### config.mk
export PLATFORM = sky130hd
export DESIGN_NAME = fft16_top
export DESIGN_NICKNAME = d
export VERILOG_FILES = /design/src/source/fft_pkg.sv /design/src/source/sdf_stage_counter.sv /design/src/source/sdf_butterfly.sv /design/src/source/twiddle_multiplier.sv /design/src/source/sdf_r22_stage.sv /design/src/source/fft16_top.sv
export VERILOG_INCLUDE_DIRS = /design/src /design/src/source
export SDC_FILE = /design/constraint.sdc
export NUM_CORES = 2
export LEC_CHECK = 0
export ABC_AREA = 1
export BUFFER_PORTS_ARGS = -buffer_cell sky130_fd_sc_hd__buf_4
export CAP_MARGIN = 10
export CORE_MARGIN = 2
export CORE_UTILIZATION = 45
export CTS_BUF_LIST = sky130_fd_sc_hd__clkbuf_8
export DETAILED_ROUTE_END_ITERATION = 7
export PLACE_DENSITY = 0.7
export SYNTH_ARGS = -nofsm -noshare
export SYNTH_HDL_FRONTEND = slang
export SYNTH_SLANG_ARGS = --single-unit
export TNS_END_PERCENT = 30
### constraint.sdc
create_clock -name clock -period 16.4 [get_ports clock]
set_input_delay 4.1 -clock clock [delete_from_list [all_inputs] [get_ports clock]]
set_output_delay 4.1 -clock clock [all_outputs]
set_load 0.02 [all_outputs]
### src/source/fft_macros.svh
`ifndef FFT_MACROS_SVH
`define FFT_MACROS_SVH

// --------------------
// Sample format
// --------------------
`define FFT_DATA_WIDTH  16  // Bits per real or imag part

// --------------------
// Transform size
// --------------------
`define FFT_POINTS      16  // Points per frame
`define FFT_LOG2_POINTS 4   // Index width within a frame

// --------------------
// Twiddle format, Q1.15
// --------------------
`define FFT_TW_WIDTH    16  // Bits per twiddle component
`define FFT_TW_FRAC     15  // Fraction bits

`endif

### src/source/fft_pkg.sv
`default_nettype none

`include "fft_macros.svh"

package fft_pkg;

    // One component of a complex sample
    typedef logic signed [`FFT_DATA_WIDTH-1:0] sample_t;

    // One twiddle component in Q1.15
    typedef logic signed [`FFT_TW_WIDTH-1:0] twiddle_t;

    // Position within a frame
    typedef logic [`FFT_LOG2_POINTS-1:0] sample_index_t;

    // Complex sample
    typedef struct packed {
        sample_t re;
        sample_t im;
    } cplx_t;

    // Word passed between all datapath blocks
    typedef struct packed {
        logic  valid;  // Sample present this cycle
        cplx_t data;
    } stream_t;

endpackage

`default_nettype wire

### src/source/sdf_stage_counter.sv
`timescale 1ns/100ps
`default_nettype none

// Counts valid samples entering a stage, modulo M
module sdf_stage_counter #(
    parameter int M = 16
) (
    input  logic                   clock,
    input  logic                   rst,
    input  logic                   sample_valid,
    output fft_pkg::sample_index_t count  // Index of the current input sample
);

    localparam fft_pkg::sample_index_t LAST = fft_pkg::sample_index_t'(M - 1);

    always_ff @(posedge clock) begin
        if (rst) begin
            count <= '0;
        end else if (sample_valid) begin
            if (count == LAST) begin
                count <= '0;  // Frame boundary
            end else begin
                count <= count + 1'b1;
            end
        end
    end

endmodule

`default_nettype wire

### src/source/sdf_butterfly.sv
`timescale 1ns/100ps
`default_nettype none

// Radix-2 SDF butterfly with DEPTH-word feedback
// Output lags input by DEPTH + 1
module sdf_butterfly #(
    parameter int DEPTH = 8
) (
    input  logic             clock,
    input  logic             rst,
    input  fft_pkg::stream_t bf_in,
    input  logic             bf_phase,  // High while the second operand arrives
    output fft_pkg::stream_t bf_out
);

    localparam int W = $bits(fft_pkg::sample_t);

    fft_pkg::stream_t line [DEPTH];  // Feedback delay, valid travels along
    fft_pkg::stream_t head;          // Oldest word, first operand
    fft_pkg::cplx_t   half_sum;
    fft_pkg::cplx_t   half_diff;

    // (a +/- b) / 2, half LSB added before the shift
    function automatic fft_pkg::sample_t half_of(
        input fft_pkg::sample_t a,
        input fft_pkg::sample_t b,
        input logic             sub
    );
        logic signed [W:0] total;
        total = sub ? a - b : a + b;  // One guard bit
        total = total + 1;
        return total[W:1];
    endfunction

    assign head = line[DEPTH-1];

    always_comb begin
        half_sum.re  = half_of(head.data.re, bf_in.data.re, 1'b0);
        half_sum.im  = half_of(head.data.im, bf_in.data.im, 1'b0);
        half_diff.re = half_of(head.data.re, bf_in.data.re, 1'b1);
        half_diff.im = half_of(head.data.im, bf_in.data.im, 1'b1);
    end

    // --------------------
    // Feedback and output
    // --------------------
    always_ff @(posedge clock) begin
        if (rst) begin
            for (int i = 0; i < DEPTH; i++) begin
                line[i] <= '0;
            end
            bf_out <= '0;
        end else begin
            for (int i = 1; i < DEPTH; i++) begin
                line[i] <= line[i-1];
            end
            if (bf_phase) begin
                line[0] <= '{valid: bf_in.valid, data: half_diff};  // Drained next half
                bf_out  <= '{valid: head.valid, data: half_sum};
            end else begin
                line[0] <= bf_in;  // Fill with first operand
                bf_out  <= head;   // Previous differences out
            end
        end
    end

endmodule

`default_nettype wire

### src/source/twiddle_multiplier.sv
`timescale 1ns/100ps
`default_nettype none

`include "fft_macros.svh"

// W16 twiddle table and complex multiply, 2-cycle latency
module twiddle_multiplier (
    input  logic                   clock,
    input  logic                   rst,
    input  fft_pkg::stream_t       tw_in,
    input  fft_pkg::sample_index_t tw_index,  // BF-II output position
    output fft_pkg::stream_t       tw_out
);

    localparam int PW   = `FFT_DATA_WIDTH + `FFT_TW_WIDTH;  // Product width
    localparam int DMAX = 2 ** (`FFT_DATA_WIDTH - 1) - 1;

    logic [3:0]          exponent;  // k of W16^k, up to 9
    fft_pkg::twiddle_t   w_re;
    fft_pkg::twiddle_t   w_im;
    logic signed [PW-1:0] p_rr;
    logic signed [PW-1:0] p_ii;
    logic signed [PW-1:0] p_ri;
    logic signed [PW-1:0] p_ir;
    logic                valid_d;
    logic signed [PW:0]  acc_re;
    logic signed [PW:0]  acc_im;

    // Drop Q1.15 fraction with rounding, clamp to sample range
    function automatic fft_pkg::sample_t round_sat(input logic signed [PW:0] acc);
        logic signed [PW:0] shifted;
        shifted = (acc + (1 <<< (`FFT_TW_FRAC - 1))) >>> `FFT_TW_FRAC;
        if (shifted > DMAX) begin
            return fft_pkg::sample_t'(DMAX);
        end else if (shifted < -DMAX - 1) begin
            return fft_pkg::sample_t'(-DMAX - 1);
        end
        return shifted[`FFT_DATA_WIDTH-1:0];
    endfunction

    // --------------------
    // Exponent per position
    // --------------------
    // Position bits {k1, k2, n3}, exponent n3 * (k1 + 2 * k2)
    always_comb begin
        case (tw_index)
            4'd5, 4'd10:  exponent = 4'd2;
            4'd6:         exponent = 4'd4;
            4'd7, 4'd14:  exponent = 4'd6;
            4'd9:         exponent = 4'd1;
            4'd11, 4'd13: exponent = 4'd3;
            4'd15:        exponent = 4'd9;
            default:      exponent = 4'd0;  // n3 = 0 or first quarter
        endcase
    end

    // W16^k = cos - j sin, Q1.15
    always_comb begin
        case (exponent)
            4'd1:    {w_re, w_im} = {16'sd30274, -16'sd12540};
            4'd2:    {w_re, w_im} = {16'sd23170, -16'sd23170};
            4'd3:    {w_re, w_im} = {16'sd12540, -16'sd30274};
            4'd4:    {w_re, w_im} = {16'sd0, -16'sd32767};
            4'd6:    {w_re, w_im} = {-16'sd23170, -16'sd23170};
            4'd9:    {w_re, w_im} = {-16'sd30274, 16'sd12540};
            default: {w_re, w_im} = {16'sd32767, 16'sd0};  // Unity, near enough
        endcase
    end

    // Cycle 1, four partial products
    always_ff @(posedge clock) begin
        p_rr <= tw_in.data.re * w_re;
        p_ii <= tw_in.data.im * w_im;
        p_ri <= tw_in.data.re * w_im;
        p_ir <= tw_in.data.im * w_re;
    end

    assign acc_re = p_rr - p_ii;
    assign acc_im = p_ri + p_ir;

    // Cycle 2, round and register
    always_ff @(posedge clock) begin
        if (rst) begin
            valid_d <= 1'b0;
            tw_out  <= '0;
        end else begin
            valid_d <= tw_in.valid;
            tw_out  <= '{valid: valid_d,
                         data: '{re: round_sat(acc_re), im: round_sat(acc_im)}};
        end
    end

endmodule

`default_nettype wire

### src/source/sdf_r22_stage.sv
`timescale 1ns/100ps
`default_nettype none

// One radix-2^2 SDF stage over M points
// BF-I, -j on the last quarter, BF-II, then twiddle when M > 4
module sdf_r22_stage #(
    parameter int M = 16  // Power of four
) (
    input  logic             clock,
    input  logic             rst,
    input  fft_pkg::stream_t stage_in,
    output fft_pkg::stream_t stage_out
);

    localparam int LOG_M   = $clog2(M);
    localparam int D1      = M / 2;  // BF-I feedback depth
    localparam int D2      = M / 4;  // BF-II feedback depth
    localparam int IDX_LEN = (M > 4) ? D1 + D2 + 2 : D1 + 1;

    fft_pkg::sample_index_t count;                // Index of the sample entering now
    fft_pkg::sample_index_t idx_line [IDX_LEN];   // Index follows the data
    fft_pkg::sample_index_t idx_a;                // Aligned with bf1_out
    fft_pkg::stream_t       bf1_out;
    fft_pkg::stream_t       rot_out;
    fft_pkg::stream_t       bf2_out;
    logic                   rotate;

    sdf_stage_counter #(
        .M (M)
    ) u_counter (
        .clock        (clock),
        .rst          (rst),
        .sample_valid (stage_in.valid),
        .count        (count)
    );

    // --------------------
    // Index delay line
    // --------------------
    // Shifts every clock so drained samples keep their index
    always_ff @(posedge clock) begin
        if (rst) begin
            for (int i = 0; i < IDX_LEN; i++) begin
                idx_line[i] <= '0;
            end
        end else begin
            idx_line[0] <= count;
            for (int i = 1; i < IDX_LEN; i++) begin
                idx_line[i] <= idx_line[i-1];
            end
        end
    end

    assign idx_a  = idx_line[D1];  // D1 + 1 cycles behind the input
    assign rotate = idx_a[LOG_M-1] & idx_a[LOG_M-2];  // Fourth quarter

    sdf_butterfly #(
        .DEPTH (D1)
    ) u_bf1 (
        .clock    (clock),
        .rst      (rst),
        .bf_in    (stage_in),
        .bf_phase (count[LOG_M-1]),  // Second half pairs with first
        .bf_out   (bf1_out)
    );

    // Trivial -j, swap and negate
    always_comb begin
        rot_out = bf1_out;
        if (rotate) begin
            rot_out.data.re = bf1_out.data.im;
            rot_out.data.im = -bf1_out.data.re;
        end
    end

    sdf_butterfly #(
        .DEPTH (D2)
    ) u_bf2 (
        .clock    (clock),
        .rst      (rst),
        .bf_in    (rot_out),
        .bf_phase (idx_a[LOG_M-2]),  // Odd quarter of each half
        .bf_out   (bf2_out)
    );

    // --------------------
    // Inter-stage twiddle
    // --------------------
    if (M > 4) begin : g_twiddle
        twiddle_multiplier u_twiddle (
            .clock    (clock),
            .rst      (rst),
            .tw_in    (bf2_out),
            .tw_index (idx_line[IDX_LEN-1]),  // Aligned with bf2_out
            .tw_out   (stage_out)
        );
    end else begin : g_last
        assign stage_out = bf2_out;  // Final stage, all twiddles are 1
    end

endmodule

`default_nettype wire

### src/source/fft16_top.sv
`timescale 1ns/100ps
`default_nettype none

`include "fft_macros.svh"

// 16-point radix-2^2 SDF FFT
// Natural order in, bit-reversed order out, scaled by 1/16
module fft16_top (
    input  logic             clock,
    input  logic             rst,
    input  fft_pkg::stream_t in_stream,   // One frame = 16 back-to-back valid samples
    output fft_pkg::stream_t out_stream   // Bin bitreverse4(p) at position p
);

    fft_pkg::stream_t s16_out;  // After the M=16 stage, twiddled
    fft_pkg::stream_t s4_out;   // After the M=4 stage

    // --------------------
    // Stage chain
    // --------------------
    sdf_r22_stage #(
        .M (`FFT_POINTS)
    ) u_stage16 (
        .clock     (clock),
        .rst       (rst),
        .stage_in  (in_stream),
        .stage_out (s16_out)
    );

    // Last stage, no twiddle needed
    sdf_r22_stage #(
        .M (`FFT_POINTS / 4)
    ) u_stage4 (
        .clock     (clock),
        .rst       (rst),
        .stage_in  (s16_out),
        .stage_out (s4_out)
    );

    // Output register
    always_ff @(posedge clock) begin
        if (rst) begin
            out_stream <= '0;
        end else begin
            out_stream <= s4_out;
        end
    end

endmodule

`default_nettype wire

==> insert_results.sql <==
INSERT INTO impl_metrics (metric_group, metric, value, unit) VALUES
('die', 'pin_count', '68', ''),
('timing', 'setup-tns-final', '0', 'ps'),
('yosys', 'synthDominantAreaCellType', 'sky130_fd_sc_hd__fa_1', ''),
('critical_path', 'crit_path_launch', 'u_stage16.idx_line[3][4]$_SDFF_PP0_', ''),
('critical_path', 'path_max_fanout', '32', ''),
('global_routing', 'grt_antenna_before_repair', '5', ''),
('job', 'maxCapViolCount', '0', ''),
('hold_path', 'whs_path_depth', '2', ''),
('status', 'outcome', 'finished, final reports clean', ''),
('yosys', 'netlist_instances', '10400', ''),
('timing', 'layout_worst_path_cycle_share', '60.9', '%'),
('drt', 'route.final.wire_length', '239000', 'um'),
('drt', 'detail_route.vias_per_cell', '5.07', ''),
('finish', 'drive_gt1_share', '4.52', '%'),
('power_and_ir_drop', 'peakVddDrop', '0.0705', 'mV'),
('drt', 'detailed_route_wire_length_per_cell', '18.1', 'um'),
('critical_path', 'r2r_slack', '6410', 'ps'),
('drt', 'detail_route.iter0.violations', '5169', ''),
('critical_path', 'critical_path.most_common_cell', 'sky130_fd_sc_hd__fa_1', ''),
('critical_path', 'critical-path-max-stage-delay', '760', 'ps'),
('global_routing', 'grt_start_max_net_pins', '101', ''),
('yosys', 'synth_top_cells_by_area', 'sky130_fd_sc_hd__fa_1 (25%), sky130_fd_sc_hd__dfxtp_1 (18%), sky130_fd_sc_hd__ha_1 (12%)', ''),
('timing', 'maxClockFrequency', '100', 'MHz'),
('drt', 'drt_first_pass_iters', '7', ''),
('power_and_ir_drop', 'total_leakage_power', '0.0472', 'uW'),
('critical_path', 'crit_type', 'reg2reg', ''),
('clock_network', 'cts.repair.resized', '0', ''),
('finish', 'area.sequential', '19200', 'um^2'),
('die', 'die-width', '434', 'um'),
('die', 'row_count', '157', ''),
('clock_network', 'ctsRootBufferMaster', 'sky130_fd_sc_hd__clkbuf_8', ''),
('timing', 'clock_skew', '76.8', 'ps'),
('critical_path', 'cp.required', '17200', 'ps'),
('timing', 'final_critical_delay_including_setup_and_external_delays', '9990', 'ps'),
('critical_path', 'setup.worst_path.end_class', 'flop', ''),
('timing', 'relSlewSlack', '17.9', '%'),
('critical_path', 'timing.rr.end', 'u_stage16.g_twiddle.u_twiddle.p_rr[27]$_DFF_P_', ''),
('critical_path', 'r2r.worst_path.cells', '29', ''),
('yosys', 'muxShareOfSynthArea', '0.0120', '%'),
('yosys', 'synth_enable_flop_cells', '132', ''),
('global_routing', 'grtUsageTotal', '25.6', '%'),
('finish', 'area_growth_syn_to_layout', '8.47', '%'),
('clock_network', 'worstSkewPairLatency', '940', 'ps'),
('die', 'design.die.area', '188000', 'um^2'),
('placement', 'dp_hpwl', '195000', 'um'),
('placement', 'place_congestion', '0.991', ''),
('critical_path', 'worst_path_max_delay_cell', 'sky130_fd_sc_hd__nand2_2', ''),
('clock_network', 'cts-root-to-sink-buffers', '3', ''),
('yosys', 'synth-seq-area-share', '23.0', '%'),
('timing', 'timing_max_transition_violations_final', '0', ''),
('critical_path', 'critPathArrivalTime', '10790', 'ps'),
('clock_network', 'cts.repair_timing.setup_buffer_count', '0', ''),
('global_routing', 'overflow_left_after_global_routing', '0', ''),
('drt', 'drt_drc_violations_left', '0', ''),
('yosys', 'netlist_cell_types', '56', ''),
('hold_path', 'worstHoldPathType', 'reg2reg', ''),
('finish', 'layout.cells.most_common_list', 'sky130_fd_sc_hd__inv_1 (2,478), sky130_fd_sc_hd__nand2_1 (1,731), sky130_fd_sc_hd__nor2_1 (1,190)', ''),
('yosys', 'synth_compound_gate_area_share', '8.65', '%'),
('clock_network', 'clkTransAtPathRegs', '60', 'ps'),
('drt', 'detailroute.wirelength.met3', '17600', 'um'),
('finish', 'fillCellCount', '17800', ''),
('die', 'floorplan.die.height', '434', 'um'),
('drt', 'detail_route_met2_wl', '111000', 'um'),
('finish', 'design.final.nets', '12500', ''),
('yosys', 'xor_xnor_fraction_of_synth_area', '2.00', '%'),
('yosys', 'synth.avg_cell_area', '8.01', 'um^2'),
('drt', 'vias', '66800', ''),
('yosys', 'synthAdderAreaFrac', '37.5', '%'),
('power_and_ir_drop', 'power_density', '53.9', 'nW/um^2'),
('yosys', 'synth-simple-area-share', '16.4', '%'),
('yosys', 'synthesis.yosys.warnings', '0', '');
where the power goes:
part           total (uW)  switching, uW  internal [uW]  leakage (uW)
Combinational         364            247            117        0.0377
Sequential           2290           23.6           2260       0.00751
Clock                2220           1020           1200       0.00196
Total                4870           1290           3590        0.0472
layout make-up:
cell class	count	area share [%]
clock inverters	105	1.02
well taps	2464	3.41
repair buffers	123	1.03
clock buffers	185	2.82
multi-input cells	6905	60.1
flip-flops and latches	892	21.2
inverters	2495	10.4
diodes	4	0.0111
cells by family (layout without fill, tap and decap cells):
group,count (synthesis),count (layout)
fa+ha+maj,1868,1868
flops,892,892
compound gates,1306,1306
simple gates,3408,3408
xor+xnor,190,190
mux,1,1
buf+inv,2730,2908
other cells,1,136
metal layers:
layer  track usage [%]  vias to the layer above
li1                  -                    31900
met1              33.1                    32200
met2              42.4                     2299
met3              5.15                      433
met4              9.34                        4
met5                 0                        -
worst min path at each step:
stage / slack, ps / start / endpoint
global placement: 390 / u_stage4.idx_line[0][4]$_SDFF_PP0_ / u_stage4.idx_line[0][8]$_SDFF_PP0_
CTS: 350 / u_stage16.idx_line[3][2]$_SDFF_PP0_ / u_stage16.idx_line[3][6]$_SDFF_PP0_
floorplan: 390 / u_stage4.u_bf2.bf_out[0]$_SDFF_PP0_ / out_stream[0]$_SDFF_PP0_
global route: 370 / u_stage16.idx_line[3][2]$_SDFF_PP0_ / u_stage16.idx_line[3][6]$_SDFF_PP0_
finish: 370 / u_stage16.idx_line[3][2]$_SDFF_PP0_ / u_stage16.idx_line[3][6]$_SDFF_PP0_
detailed placement: 390 / u_stage4.idx_line[0][1]$_SDFF_PP0_ / u_stage4.idx_line[0][5]$_SDFF_PP0_
stage by stage:
stage	total power, uW	cell area, um^2	std cells	setup slack (ps)	util [%]
6_report	4870	90300	13200	6410	49.2
5_1_grt	5090	90300	13200	6010	49.2
4_1_cts	4940	90300	13200	6570	49.2
3_5_place_dp	2690	86800	12900	6550	47.3
3_3_place_gp	2680	86800	12900	6650	47.3
2_1_floorplan	2590	83800	10500	9690	-
flip-flops by register name, summed over array words and instances, names as in the netlist:
register / flops
u_stage16.u_bf1.line: 264
u_stage4.u_bf1.bf_out: 33
u_stage16.g_twiddle.u_twiddle.p_ri: 32
u_stage16.g_twiddle.u_twiddle.valid_d: 1
u_stage4.u_bf2.bf_out: 33
u_stage16.u_bf2.line: 132
u_stage16.u_bf2.bf_out: 33
u_stage16.idx_line: 56
u_stage4.u_counter.count: 4
u_stage16.g_twiddle.u_twiddle.p_ir: 32
out_stream: 33
u_stage4.u_bf1.line: 66
u_stage16.u_bf1.bf_out: 33
u_stage4.u_bf2.line: 33
u_stage16.g_twiddle.u_twiddle.tw_out: 33
u_stage16.g_twiddle.u_twiddle.p_ii: 32
u_stage16.g_twiddle.u_twiddle.p_rr: 32
u_stage16.u_counter.count: 4
u_stage4.idx_line: 6
synth_stat cells (all sizes together), types with 32 or more instances:
| master | instances |
|---|---|
| inv | 2479 |
| nand2 | 1765 |
| nor2 | 1205 |
| fa | 1049 |
| ha | 819 |
| dfxtp | 760 |
| a21oi | 535 |
| o21ai | 504 |
| nand3 | 268 |
| clkbuf | 192 |
| edfxtp | 132 |
| xor2 | 119 |
| xnor2 | 71 |
| nor3 | 64 |
| nand4 | 51 |
| o22ai | 50 |
| buf | 43 |
| o21bai | 36 |
| a21o | 32 |
worst max-delay path: cells and delay by family (launching register included):
family | cells | cell delay [ps]
flops | 1 | 370
xor+xnor | 1 | 170
simple gates | 8 | 3090
buf+inv | 7 | 1520
compound gates | 5 | 1100
fa+ha+maj | 8 | 3580
(Power assumes the default switching activity.)
